`config.mk`:
```
export PLATFORM = sky130hd
export DESIGN_NAME = board_shell
export DESIGN_NICKNAME = d
export VERILOG_FILES = /design/src/logic/shell_pkg.sv /design/src/logic/board_shell.sv /design/src/logic/event_port.sv /design/src/logic/i2s_tx.sv /design/src/logic/spi_rx.sv /design/src/logic/user_io_ctrl.sv
export SDC_FILE = /design/constraint.sdc
export NUM_CORES = 1
export LEC_CHECK = 0
export BUFFER_PORTS_ARGS = -buffer_cell sky130_fd_sc_hd__buf_2
export CORE_ASPECT_RATIO = 1.25
export CORE_MARGIN = 1
export CORE_UTILIZATION = 55
export DETAILED_ROUTE_END_ITERATION = 8
export PLACE_DENSITY = 0.88
export SLEW_MARGIN = 10
export SYNTH_ARGS = -nofsm -noshare
export SYNTH_HDL_FRONTEND = slang
export SYNTH_SLANG_ARGS = --single-unit
```
`constraint.sdc`:
```
create_clock -name clk_sys -period 9.5 [get_ports clk_sys]
set_clock_uncertainty 0.15 [all_clocks]
set_input_delay 2.85 -clock clk_sys [delete_from_list [all_inputs] [get_ports clk_sys]]
set_output_delay 2.85 -clock clk_sys [all_outputs]
set_load 0.01 [all_outputs]
```
`src/logic/shell_pkg.sv`:
```
package shell_pkg;

	// Command bytes from the I/O controller.
	localparam logic [7:0] cmd_status = 8'h1e;
	localparam logic [7:0] cmd_key    = 8'h05;
	localparam logic [7:0] cmd_mouse  = 8'h04;

	// Payload lengths in bytes, status word arrives LSB byte first.
	localparam int status_bytes = 4;
	localparam int key_bytes    = 2;
	localparam int mouse_bytes  = 3;

	localparam int audio_width   = 14; // Core audio mix.
	localparam int i2s_word      = 16; // Bits per channel.
	localparam int i2s_half_bclk = 4;  // clk_sys cycles per half bit clock.

	// Strobe level is added above these by the event port.
	typedef struct packed {
		logic       pressed;
		logic       extended;
		logic [7:0] code;
	} key_payload_t;

	typedef struct packed {
		logic [7:0] y;
		logic [7:0] x;
		logic [7:0] flags;
	} mouse_payload_t;

endpackage

```
`src/logic/board_shell.sv`:
```
`timescale 1ns/1ps

module board_shell import shell_pkg::*; (
	input  logic                   clk_sys,
	input  logic                   rst,
	input  logic                   spi_sck,
	input  logic                   spi_ss,
	input  logic                   spi_mosi,
	input  logic [audio_width-1:0] audio,
	input  logic                   audio_valid,
	output logic [31:0]            status,
	output logic [10:0]            ps2_key,
	output logic [24:0]            ps2_mouse,
	output logic                   audio_ready,
	output logic                   i2s_bck,
	output logic                   i2s_lrck,
	output logic                   i2s_data
);

	logic [7:0] rx_byte;
	logic rx_valid;
	logic frame_start;
	logic frame_active;
	logic key_load;
	key_payload_t key_data;
	logic mouse_load;
	mouse_payload_t mouse_data;

	// Control SPI from the I/O controller, oversampled in clk_sys.
	spi_rx u_spi_rx (
		.clk_sys      (clk_sys),
		.rst          (rst),
		.spi_sck      (spi_sck),
		.spi_ss       (spi_ss),
		.spi_mosi     (spi_mosi),
		.rx_byte      (rx_byte),
		.rx_valid     (rx_valid),
		.frame_start  (frame_start),
		.frame_active (frame_active)
	);

	user_io_ctrl u_user_io_ctrl (
		.clk_sys      (clk_sys),
		.rst          (rst),
		.rx_byte      (rx_byte),
		.rx_valid     (rx_valid),
		.frame_start  (frame_start),
		.frame_active (frame_active),
		.status       (status),
		.key_load     (key_load),
		.key_data     (key_data),
		.mouse_load   (mouse_load),
		.mouse_data   (mouse_data)
	);

	event_port #(.payload_t(key_payload_t)) u_key_port (
		.clk_sys    (clk_sys),
		.rst        (rst),
		.load       (key_load),
		.data       (key_data),
		.event_word (ps2_key)
	);

	event_port #(.payload_t(mouse_payload_t)) u_mouse_port (
		.clk_sys    (clk_sys),
		.rst        (rst),
		.load       (mouse_load),
		.data       (mouse_data),
		.event_word (ps2_mouse)
	);

	// Same mix on both channels.
	i2s_tx u_i2s_tx (
		.clk_sys     (clk_sys),
		.rst         (rst),
		.audio       (audio),
		.audio_valid (audio_valid),
		.audio_ready (audio_ready),
		.i2s_bck     (i2s_bck),
		.i2s_lrck    (i2s_lrck),
		.i2s_data    (i2s_data)
	);

endmodule

```
`src/logic/event_port.sv`:
```
`timescale 1ns/1ps

module event_port #(
	parameter type payload_t = logic [7:0]
) (
	input  logic                     clk_sys,
	input  logic                     rst,
	input  logic                     load,
	input  payload_t                 data,
	output logic [$bits(payload_t):0] event_word
);

	payload_t payload;
	logic strobe_level;

	// The core watches the toggle, so equal events back to back still count.
	always_ff @(posedge clk_sys) begin
		if (rst) begin
			payload <= '0;
			strobe_level <= 1'b0;
		end else if (load) begin
			payload <= data;
			strobe_level <= ~strobe_level;
		end
	end

	assign event_word = {strobe_level, payload};

endmodule

```
`src/logic/i2s_tx.sv`:
```
`timescale 1ns/1ps

module i2s_tx import shell_pkg::*; (
	input  logic                   clk_sys,
	input  logic                   rst,
	input  logic [audio_width-1:0] audio,
	input  logic                   audio_valid,
	output logic                   audio_ready,
	output logic                   i2s_bck,
	output logic                   i2s_lrck,
	output logic                   i2s_data
);

	typedef logic [$clog2(i2s_half_bclk)-1:0] div_t;
	typedef logic [$clog2(i2s_word)-1:0] pos_t;

	div_t div_cnt;
	logic div_wrap;
	logic bck_fall;
	logic chan;
	pos_t pos;
	logic chan_nxt;
	pos_t pos_nxt;
	logic word_start;

	logic buf_full;
	logic [audio_width-1:0] buf_data;
	logic [i2s_word-1:0] buf_word;
	logic [i2s_word-1:0] cur_word;
	logic [i2s_word-1:0] left_word;
	logic [i2s_word-1:0] tx_word;
	logic [i2s_word-1:0] shifter;

	assign div_wrap = div_cnt == div_t'(i2s_half_bclk - 1);
	assign bck_fall = div_wrap & i2s_bck;

	always_ff @(posedge clk_sys) begin
		if (rst) begin
			div_cnt <= '0;
			i2s_bck <= 1'b0;
		end else if (div_wrap) begin
			div_cnt <= '0;
			i2s_bck <= ~i2s_bck;
		end else begin
			div_cnt <= div_cnt + 1'b1;
		end
	end

	// Channel bit is the word clock and is low for left.
	assign {chan_nxt, pos_nxt} = {chan, pos} + 1'b1;
	assign i2s_lrck = chan;

	// MSB goes out one bit clock after the word clock edge.
	assign word_start = bck_fall && pos_nxt == pos_t'(1);

	// Offset binary to signed and padded to the channel width.
	assign buf_word = {~buf_data[audio_width-1], buf_data[audio_width-2:0],
		{(i2s_word - audio_width){1'b0}}};
	assign left_word = buf_full ? buf_word : cur_word; // Repeat on underrun.
	assign tx_word = chan_nxt ? cur_word : left_word;

	assign audio_ready = ~buf_full;

	always_ff @(posedge clk_sys) begin
		if (rst) begin
			chan <= 1'b0;
			pos <= '0;
			i2s_data <= 1'b0;
			cur_word <= '0;
			buf_full <= 1'b0;
		end else begin
			if (bck_fall) begin
				chan <= chan_nxt;
				pos <= pos_nxt;
				if (word_start) begin
					i2s_data <= tx_word[i2s_word-1];
					if (!chan_nxt) begin
						cur_word <= left_word;
						buf_full <= 1'b0;
					end
				end else begin
					i2s_data <= shifter[i2s_word-1];
				end
			end
			// A sample taken at a word start stays for the next one.
			if (audio_valid && audio_ready)
				buf_full <= 1'b1;
		end
	end

	always_ff @(posedge clk_sys) begin
		if (audio_valid && audio_ready)
			buf_data <= audio;
		if (word_start)
			shifter <= {tx_word[i2s_word-2:0], 1'b0};
		else if (bck_fall)
			shifter <= {shifter[i2s_word-2:0], 1'b0};
	end

endmodule

```
`src/logic/spi_rx.sv`:
```
`timescale 1ns/1ps

module spi_rx (
	input  logic       clk_sys,
	input  logic       rst,
	input  logic       spi_sck,
	input  logic       spi_ss,
	input  logic       spi_mosi,
	output logic [7:0] rx_byte,
	output logic       rx_valid,
	output logic       frame_start,
	output logic       frame_active
);

	logic sck_s1, sck_s2, sck_d;
	logic ss_s1, ss_s2, ss_d;
	logic mosi_s1, mosi_s2;
	logic sck_rise;
	logic [2:0] bit_cnt;
	logic [6:0] shift;

	// Two flop synchronizers, pins are asynchronous to clk_sys.
	always_ff @(posedge clk_sys) begin
		if (rst) begin
			sck_s1 <= 1'b0;
			sck_s2 <= 1'b0;
			sck_d <= 1'b0;
			ss_s1 <= 1'b1;
			ss_s2 <= 1'b1;
			ss_d <= 1'b1;
		end else begin
			sck_s1 <= spi_sck;
			sck_s2 <= sck_s1;
			sck_d <= sck_s2;
			ss_s1 <= spi_ss;
			ss_s2 <= ss_s1;
			ss_d <= ss_s2;
		end
	end

	always_ff @(posedge clk_sys) begin
		mosi_s1 <= spi_mosi;
		mosi_s2 <= mosi_s1;
	end

	assign sck_rise = sck_s2 & ~sck_d & ~ss_s2;
	assign frame_active = ~ss_s2;

	always_ff @(posedge clk_sys) begin
		if (rst) begin
			bit_cnt <= '0;
			rx_valid <= 1'b0;
			frame_start <= 1'b0;
		end else begin
			rx_valid <= sck_rise && bit_cnt == 3'd7;
			frame_start <= ss_d & ~ss_s2; // SS falling edge.
			if (ss_s2)
				bit_cnt <= '0;
			else if (sck_rise)
				bit_cnt <= bit_cnt + 3'd1;
		end
	end

	// MSB first.
	always_ff @(posedge clk_sys) begin
		if (sck_rise) begin
			shift <= {shift[5:0], mosi_s2};
			if (bit_cnt == 3'd7)
				rx_byte <= {shift, mosi_s2};
		end
	end

endmodule

```
`src/logic/user_io_ctrl.sv`:
```
`timescale 1ns/1ps

module user_io_ctrl import shell_pkg::*; (
	input  logic           clk_sys,
	input  logic           rst,
	input  logic [7:0]     rx_byte,
	input  logic           rx_valid,
	input  logic           frame_start,
	input  logic           frame_active,
	output logic [31:0]    status,
	output logic           key_load,
	output key_payload_t   key_data,
	output logic           mouse_load,
	output mouse_payload_t mouse_data
);

	typedef enum logic [1:0] {
		st_idle,
		st_command,
		st_payload
	} state_t;

	state_t state;
	logic [7:0] cmd;
	logic [1:0] byte_cnt;
	logic [1:0] byte_last;
	logic [31:0] asm_word;
	logic [31:0] frame_word;
	logic byte_in;
	logic commit;

	// Bytes shift in from the top so the first one ends up lowest.
	assign frame_word = {rx_byte, asm_word[31:8]};

	// A byte counts only inside a frame that has not just restarted.
	assign byte_in = rx_valid & frame_active & ~frame_start;
	assign commit = byte_in && state == st_payload && byte_cnt == byte_last;

	always_ff @(posedge clk_sys) begin
		if (rst) begin
			state <= st_idle;
			cmd <= '0;
			byte_cnt <= '0;
			byte_last <= '0;
			status <= '0;
			key_load <= 1'b0;
			mouse_load <= 1'b0;
		end else begin
			key_load <= 1'b0;
			mouse_load <= 1'b0;
			if (frame_start) begin
				state <= st_command;
			end else if (!frame_active) begin
				state <= st_idle; // Short frames are dropped here.
			end else if (byte_in) begin
				case (state)
					st_command: begin
						cmd <= rx_byte;
						byte_cnt <= '0;
						state <= st_payload;
						case (rx_byte)
							cmd_status: byte_last <= 2'(status_bytes - 1);
							cmd_key:    byte_last <= 2'(key_bytes - 1);
							cmd_mouse:  byte_last <= 2'(mouse_bytes - 1);
							default:    state <= st_idle;
						endcase
					end
					st_payload: begin
						byte_cnt <= byte_cnt + 2'd1;
						if (commit) begin
							state <= st_idle;
							case (cmd)
								cmd_status: status <= frame_word;
								cmd_key:    key_load <= 1'b1;
								cmd_mouse:  mouse_load <= 1'b1;
								default:    ;
							endcase
						end
					end
					default: ;
				endcase
			end
		end
	end

	always_ff @(posedge clk_sys) begin
		if (byte_in)
			asm_word <= frame_word;
		if (commit && cmd == cmd_key) begin
			key_data.pressed <= frame_word[16];
			key_data.extended <= frame_word[17];
			key_data.code <= frame_word[31:24];
		end
		if (commit && cmd == cmd_mouse) begin
			mouse_data.flags <= frame_word[15:8];
			mouse_data.x <= frame_word[23:16];
			mouse_data.y <= frame_word[31:24];
		end
	end

endmodule

```
Word-level counts from Yosys, hierarchy flattened
Index checks and enable logic that the tools add are counted.

Bits in registers: 233. Input port bits: 20. Output and inout bits: 72. Logic and storage cells: 128.

Add/sub/neg operators: 4. Equality and inequality tests: 15. Multiplexer cells: 19. Bitwise operators: 17. Reductions and logical operators: 28.

Operators by type and width (number): $mux 16 (4); $eq 8x3->1 const B (4); $eq 8x5->1 const B (2); $not 1->1 (11); $mux 1 (10); $reduce_and 3->1 (3); $pmux 2 s2 (2); $reduce_and 4->1 (2); $reduce_bool 2->1 (4); $logic_and 1x1->1 (7); $and 1x1->1 (6); $pmux 2 s3 (1); $reduce_and 6->1 (1); $reduce_bool 3->1 (2); $reduce_or 3->1 (2); $reduce_or 6->1 (1); $add 5x1->5 const B (1); $reduce_and 5->1 (1); $add 2x1->2 const B (2); $eq 2x2->1 const B (2); $eq 4x1->1 const B (1); $mux 2 (2); $ne 4x3->1 const B (1); $reduce_and 2->1 (2); 8 further kinds (9).

Logic depth before layout (Yosys ltp)
Word-level depth: 10. Mapped depth: 9. Mapped depth without buffers: 7.

Cells and area by module
From an unflattened synthesis, not the netlist that was laid out.

Cells, all modules: 676. Area total of the unflattened synthesis: 8603.3 um^2.

By module, submodules not included: user_io_ctrl (instances 1, cells an instance 308, area an instance 4031.4 um^2); i2s_tx (instances 1, cells an instance 200, area an instance 2393.5 um^2); event_port at u_mouse_port (instances 1, cells an instance 82, area an instance 920.9 um^2); spi_rx (instances 1, cells an instance 50, area an instance 864.6 um^2); event_port at u_key_port (instances 1, cells an instance 36, area an instance 392.9 um^2).

Least setup slack after synthesis
Ideal clock, no wire load.

Kind: input to register. Start: in audio_valid. End: reg u_i2s_tx.buf_data[0] (enable). Arrival time: 3529 ps. Setup slack: 5435 ps. Stages on the path: 1. Path buffers: 0. Path through: nor2b_1.

Cells in the longest elaborated chain, start to end: 1.

RTL lines: start, declared (line board_shell.sv:10) `input logic audio_valid,`; $logic_and 1x1->1 (line i2s_tx.sv:92) `if (audio_valid && audio_ready)`; end signal, assigned (line i2s_tx.sv:93) `buf_data <= audio;`; end, declared (line i2s_tx.sv:27) `logic [audio_width-1:0] buf_data;`.

No other way between the ends. A chain may end at the register's enable or synchronous reset.

Final worst setup path
Start: in rst. End: reg u_user_io_ctrl.mouse_load.

Cells in the longest elaborated chain, start to end: 1.

RTL lines: start, declared (line board_shell.sv:5) `input logic rst,`; $reduce_or 6->1 (no source line); end signal, assigned (line user_io_ctrl.sv:47) `mouse_load <= 1'b0;`; end signal, assigned (line user_io_ctrl.sv:50) `mouse_load <= 1'b0;`; end signal, assigned (line user_io_ctrl.sv:75) `cmd_mouse: mouse_load <= 1'b1;`; end, declared (line user_io_ctrl.sv:13) `output logic mouse_load,`.

No other way between the ends.

==> results.sh <==
export IMPL_routed_wl_mm=14.39
export IMPL_yosys_cell_types_count=48
export IMPL_gr_total_overflow=0
export IMPL_cts_inserted_buffers=21
export IMPL_ys_seq_area_frac=0.6789
export IMPL_cts_tree="built"
export IMPL_cts_setup_buffers=0
export IMPL_row_count=49
export IMPL_crit_type="in2reg"
export IMPL_htreeDepth=1
export IMPL_syn_avg_cell_area_um2=13.09
export IMPL_critical_path_cell_chain="buf_4, buf_4, nor3_1, nor3b_2"
export IMPL_yosysWarnings=0
export IMPL_slowest_delay_ps=870
export IMPL_setup_tns_ps=0
export IMPL_slew_headroom=0.2004
export IMPL_ys_top_cells_by_area="edfxtp_1, dfxtp_1, mux2i_1, nor2_1, nand2b_1"
export IMPL_wl_per_cell_um=15.93
export IMPL_cp_arrival_ps=4300
export IMPL_worstHoldPathType="reg2reg"
export IMPL_route_vias_total=4806
export IMPL_cp_num_buf_inv=2
export IMPL_setup_viol_count_final=0
export IMPL_first_iter_violations=212
export IMPL_slew_violations=0
export IMPL_drv_cap=0
export IMPL_cts_hold_buf=0
export IMPL_fillCellCount=1006
export IMPL_hold_viol_final=0
export IMPL_layout_drive_gt1_share=0.1890
export IMPL_cts_sinks=225
export IMPL_crit_top_cell="buf_4"
export IMPL_via_per_inst=5.322
export IMPL_final_util=0.6494
export IMPL_seq_area_um2=5525
export IMPL_n_antenna_cell=0
export IMPL_grt_pass1_wl_mm=23.66
export IMPL_clk_latency_ps=480
export IMPL_syn_to_final_growth_pct=14.96
export IMPL_p_per_area_nw_per_um2=200.2
export IMPL_fin_crit_sh=0.4309
export IMPL_required_ps=9710
export IMPL_detail_route_first_pass_iterations=5
export IMPL_syn_nets=649
export IMPL_vdd_drop_max_mv=0.1595
export IMPL_crit_family="buffers and inverters"
export IMPL_ant_nets=0
export IMPL_core_um2=14410
export IMPL_io_buffers=91
export IMPL_die_x_um=110.8
export IMPL_rsz0062_at_grt="false"
export IMPL_fmax_mhz=244.3
export IMPL_antenna_found_initial=0
export IMPL_drc_errors=0
export IMPL_startpoint_type="input port"
export IMPL_place_gp_congestion=0.8267
export IMPL_initial_utilization=0.5649
export IMPL_ios=92
export IMPL_ys_ff_latch=225
export IMPL_clockBufferDepth=3
export IMPL_grt_max_degree=128
export IMPL_critPathCaptureType="flip-flop"
export IMPL_multi_input_area_um2=2371
export IMPL_final_nets=738
export IMPL_status="finished, final reports clean"
export IMPL_synth_top_area_cell="edfxtp_1"
export IMPL_postSynthCellCount=622
export IMPL_post_cts_resized=0
export IMPL_power_leakage_uw=0.003456
export IMPL_clkTransAtPathRegs_ps=60
export IMPL_slowest_stage="buf_4"
export IMPL_dp_hpwl_mm=9.093
export IMPL_root_buffer="clkbuf_16"
export IMPL_die_h_um=138.0
export IMPL_worst_slew_pin_slew_ps=1199
export IMPL_grt_usage=0.1891
export IMPL_synth_top_cell_area_share=0.3763
export IMPL_first_global_vias=4849
export IMPL_cp_max_fo=127
export IMPL_dieArea_um2=15290
export IMPL_synth_area_um2=8139
export IMPL_min_period_ps=4094
-- report_power, final --
| part | internal [µW] | switching, µW |
|---|---|---|
| Clock | 498 | 326 |
| Combinational | 13.0 | 18.3 |
| Sequential | 1010 | 4.37 |
| Total | 1520 | 349 |
-- worst register-to-register path, stage by stage, from the launching register on --
cell and delay [ps]:
dfxtp_1 410, nor3b_4 220, buf_4 370, nand2_1 210
or2_1 270, or4_1 490, nor2_2 110, buf_4 320
-- per-stage QoR --
step / std cells / instance area, µm² / hold WS [ps] / setup slack, ps / total power, µW
after CTS: 903 / 9356 / 191.5 / 5426 / 1895
after global placement: 866 / 8675 / 168.5 / 5042 / 1068
after floorplan: 622 / 8139 / 159.6 / 5435 / 1061
after detailed placement: 866 / 8675 / 176.1 / 4968 / 1070
after global routing: 903 / 9356 / 194.4 / 5263 / 1931
final: 903 / 9356 / 186.9 / 5406 / 1873
-- kinds of logic after synthesis --
| family | share of synthesized area |
|---|---|
| AOI/OAI and AO/OA | 0.02659 |
| xor gates and xnor gates | 0.01076 |
| adders and majority gates | 0.01076 |
| buffers and inverters | 0.03013 |
| DFF | 0.6789 |
| muxes | 0.1208 |
| and+or+nand+nor | 0.1221 |
-- path summary, 6_finish.rpt --
check | endpoint | slack (ps) | from | cells after the start
setup / recovery | u_user_io_ctrl.mouse_load | 5410 | rst | 4
hold / removal | u_spi_rx.mosi_s2 | 190 | u_spi_rx.mosi_s1 | 0
setup reg to reg | u_user_io_ctrl.mouse_data[0] | 6610 | u_spi_rx.ss_s2 | 7
hold reg to reg | u_spi_rx.mosi_s2 | 190 | u_spi_rx.mosi_s1 | 0
-- metal layers --
metal / routed length (µm) / track usage / vias to the layer above / share of wire
li1: - / - / 2328 / -
met3: 665 / 0.02806 / 31 / 0.046
met5: 0 / 0 / - / 0
met2: 7530 / 0.3406 / 134 / 0.52
met1: 5759 / 0.2240 / 2313 / 0.40
met4: 432 / 0.08070 / 0 / 0.030
-- area by class of cell --
cell class / count / area share
Clock buffer: 29 / 0.06044
Sequential cell: 225 / 0.5905
Timing Repair Buffer: 98 / 0.05456
Multi-Input combinational cell: 353 / 0.2534
Inverter: 12 / 0.004814
Clock inverter: 8 / 0.01244
Tap cell: 178 / 0.02380
-- sequential cells by signal (all words and copies together) (netlist names), 3 cells and up --
name and cells:
u_user_io_ctrl.status 32, u_user_io_ctrl.asm_word 24, u_mouse_port.event_word 24, u_i2s_tx.shifter 15
u_i2s_tx.cur_word 16, u_spi_rx.shift 7, u_spi_rx.rx_byte 8, u_spi_rx.bit_cnt 3
u_key_port.event_word 10, u_user_io_ctrl.key_data 10, u_i2s_tx.pos 4, u_user_io_ctrl.cmd 8
u_i2s_tx.buf_data 14, u_user_io_ctrl.mouse_data 24
-- cells in the final DEF, fill, tap and decap left out, drive strengths merged, types with 3 or more instances in the layout --
cell type  Yosys  final
a21oi         28     28
and2           4      4
buf           12     98
bufinv         0      3
clkbuf        20     29
clkinv         0      4
dfxtp        123    123
edfxtp       102    102
ha             7      7
inv           12     13
mux2i         97     97
nand2         25     25
nand2b        27     27
nand3          4      4
nor2          99     99
nor2b          9      9
nor3           5      5
nor3b          6      6
nor4b          4      4
o21ai          3      3
or2            4      4
xnor2          7      7
xor2           3      3
-- Yosys cell counts, drive strengths merged --
cell type and count:
a211oi 2, a21boi 1, a21oi 28, a31oi 1, and2 4, and3 2
and3b 1, buf 12, clkbuf 20, dfxtp 123, edfxtp 102, ha 7
inv 12, mux2i 97, nand2 25, nand2b 27, nand3 4, nand3b 1
nand4 2, nand4b 1, nor2 99, nor2b 9, nor3 5, nor3b 6
nor4 1, nor4b 4, nor4bb 1, o21a 1, o21ai 3, o22ai 2
o31ai 1, or2 4, or2b 2, or3 1, or4 1, xnor2 7
xor2 3
No activity file was read; power rests on OpenSTA's default activity.
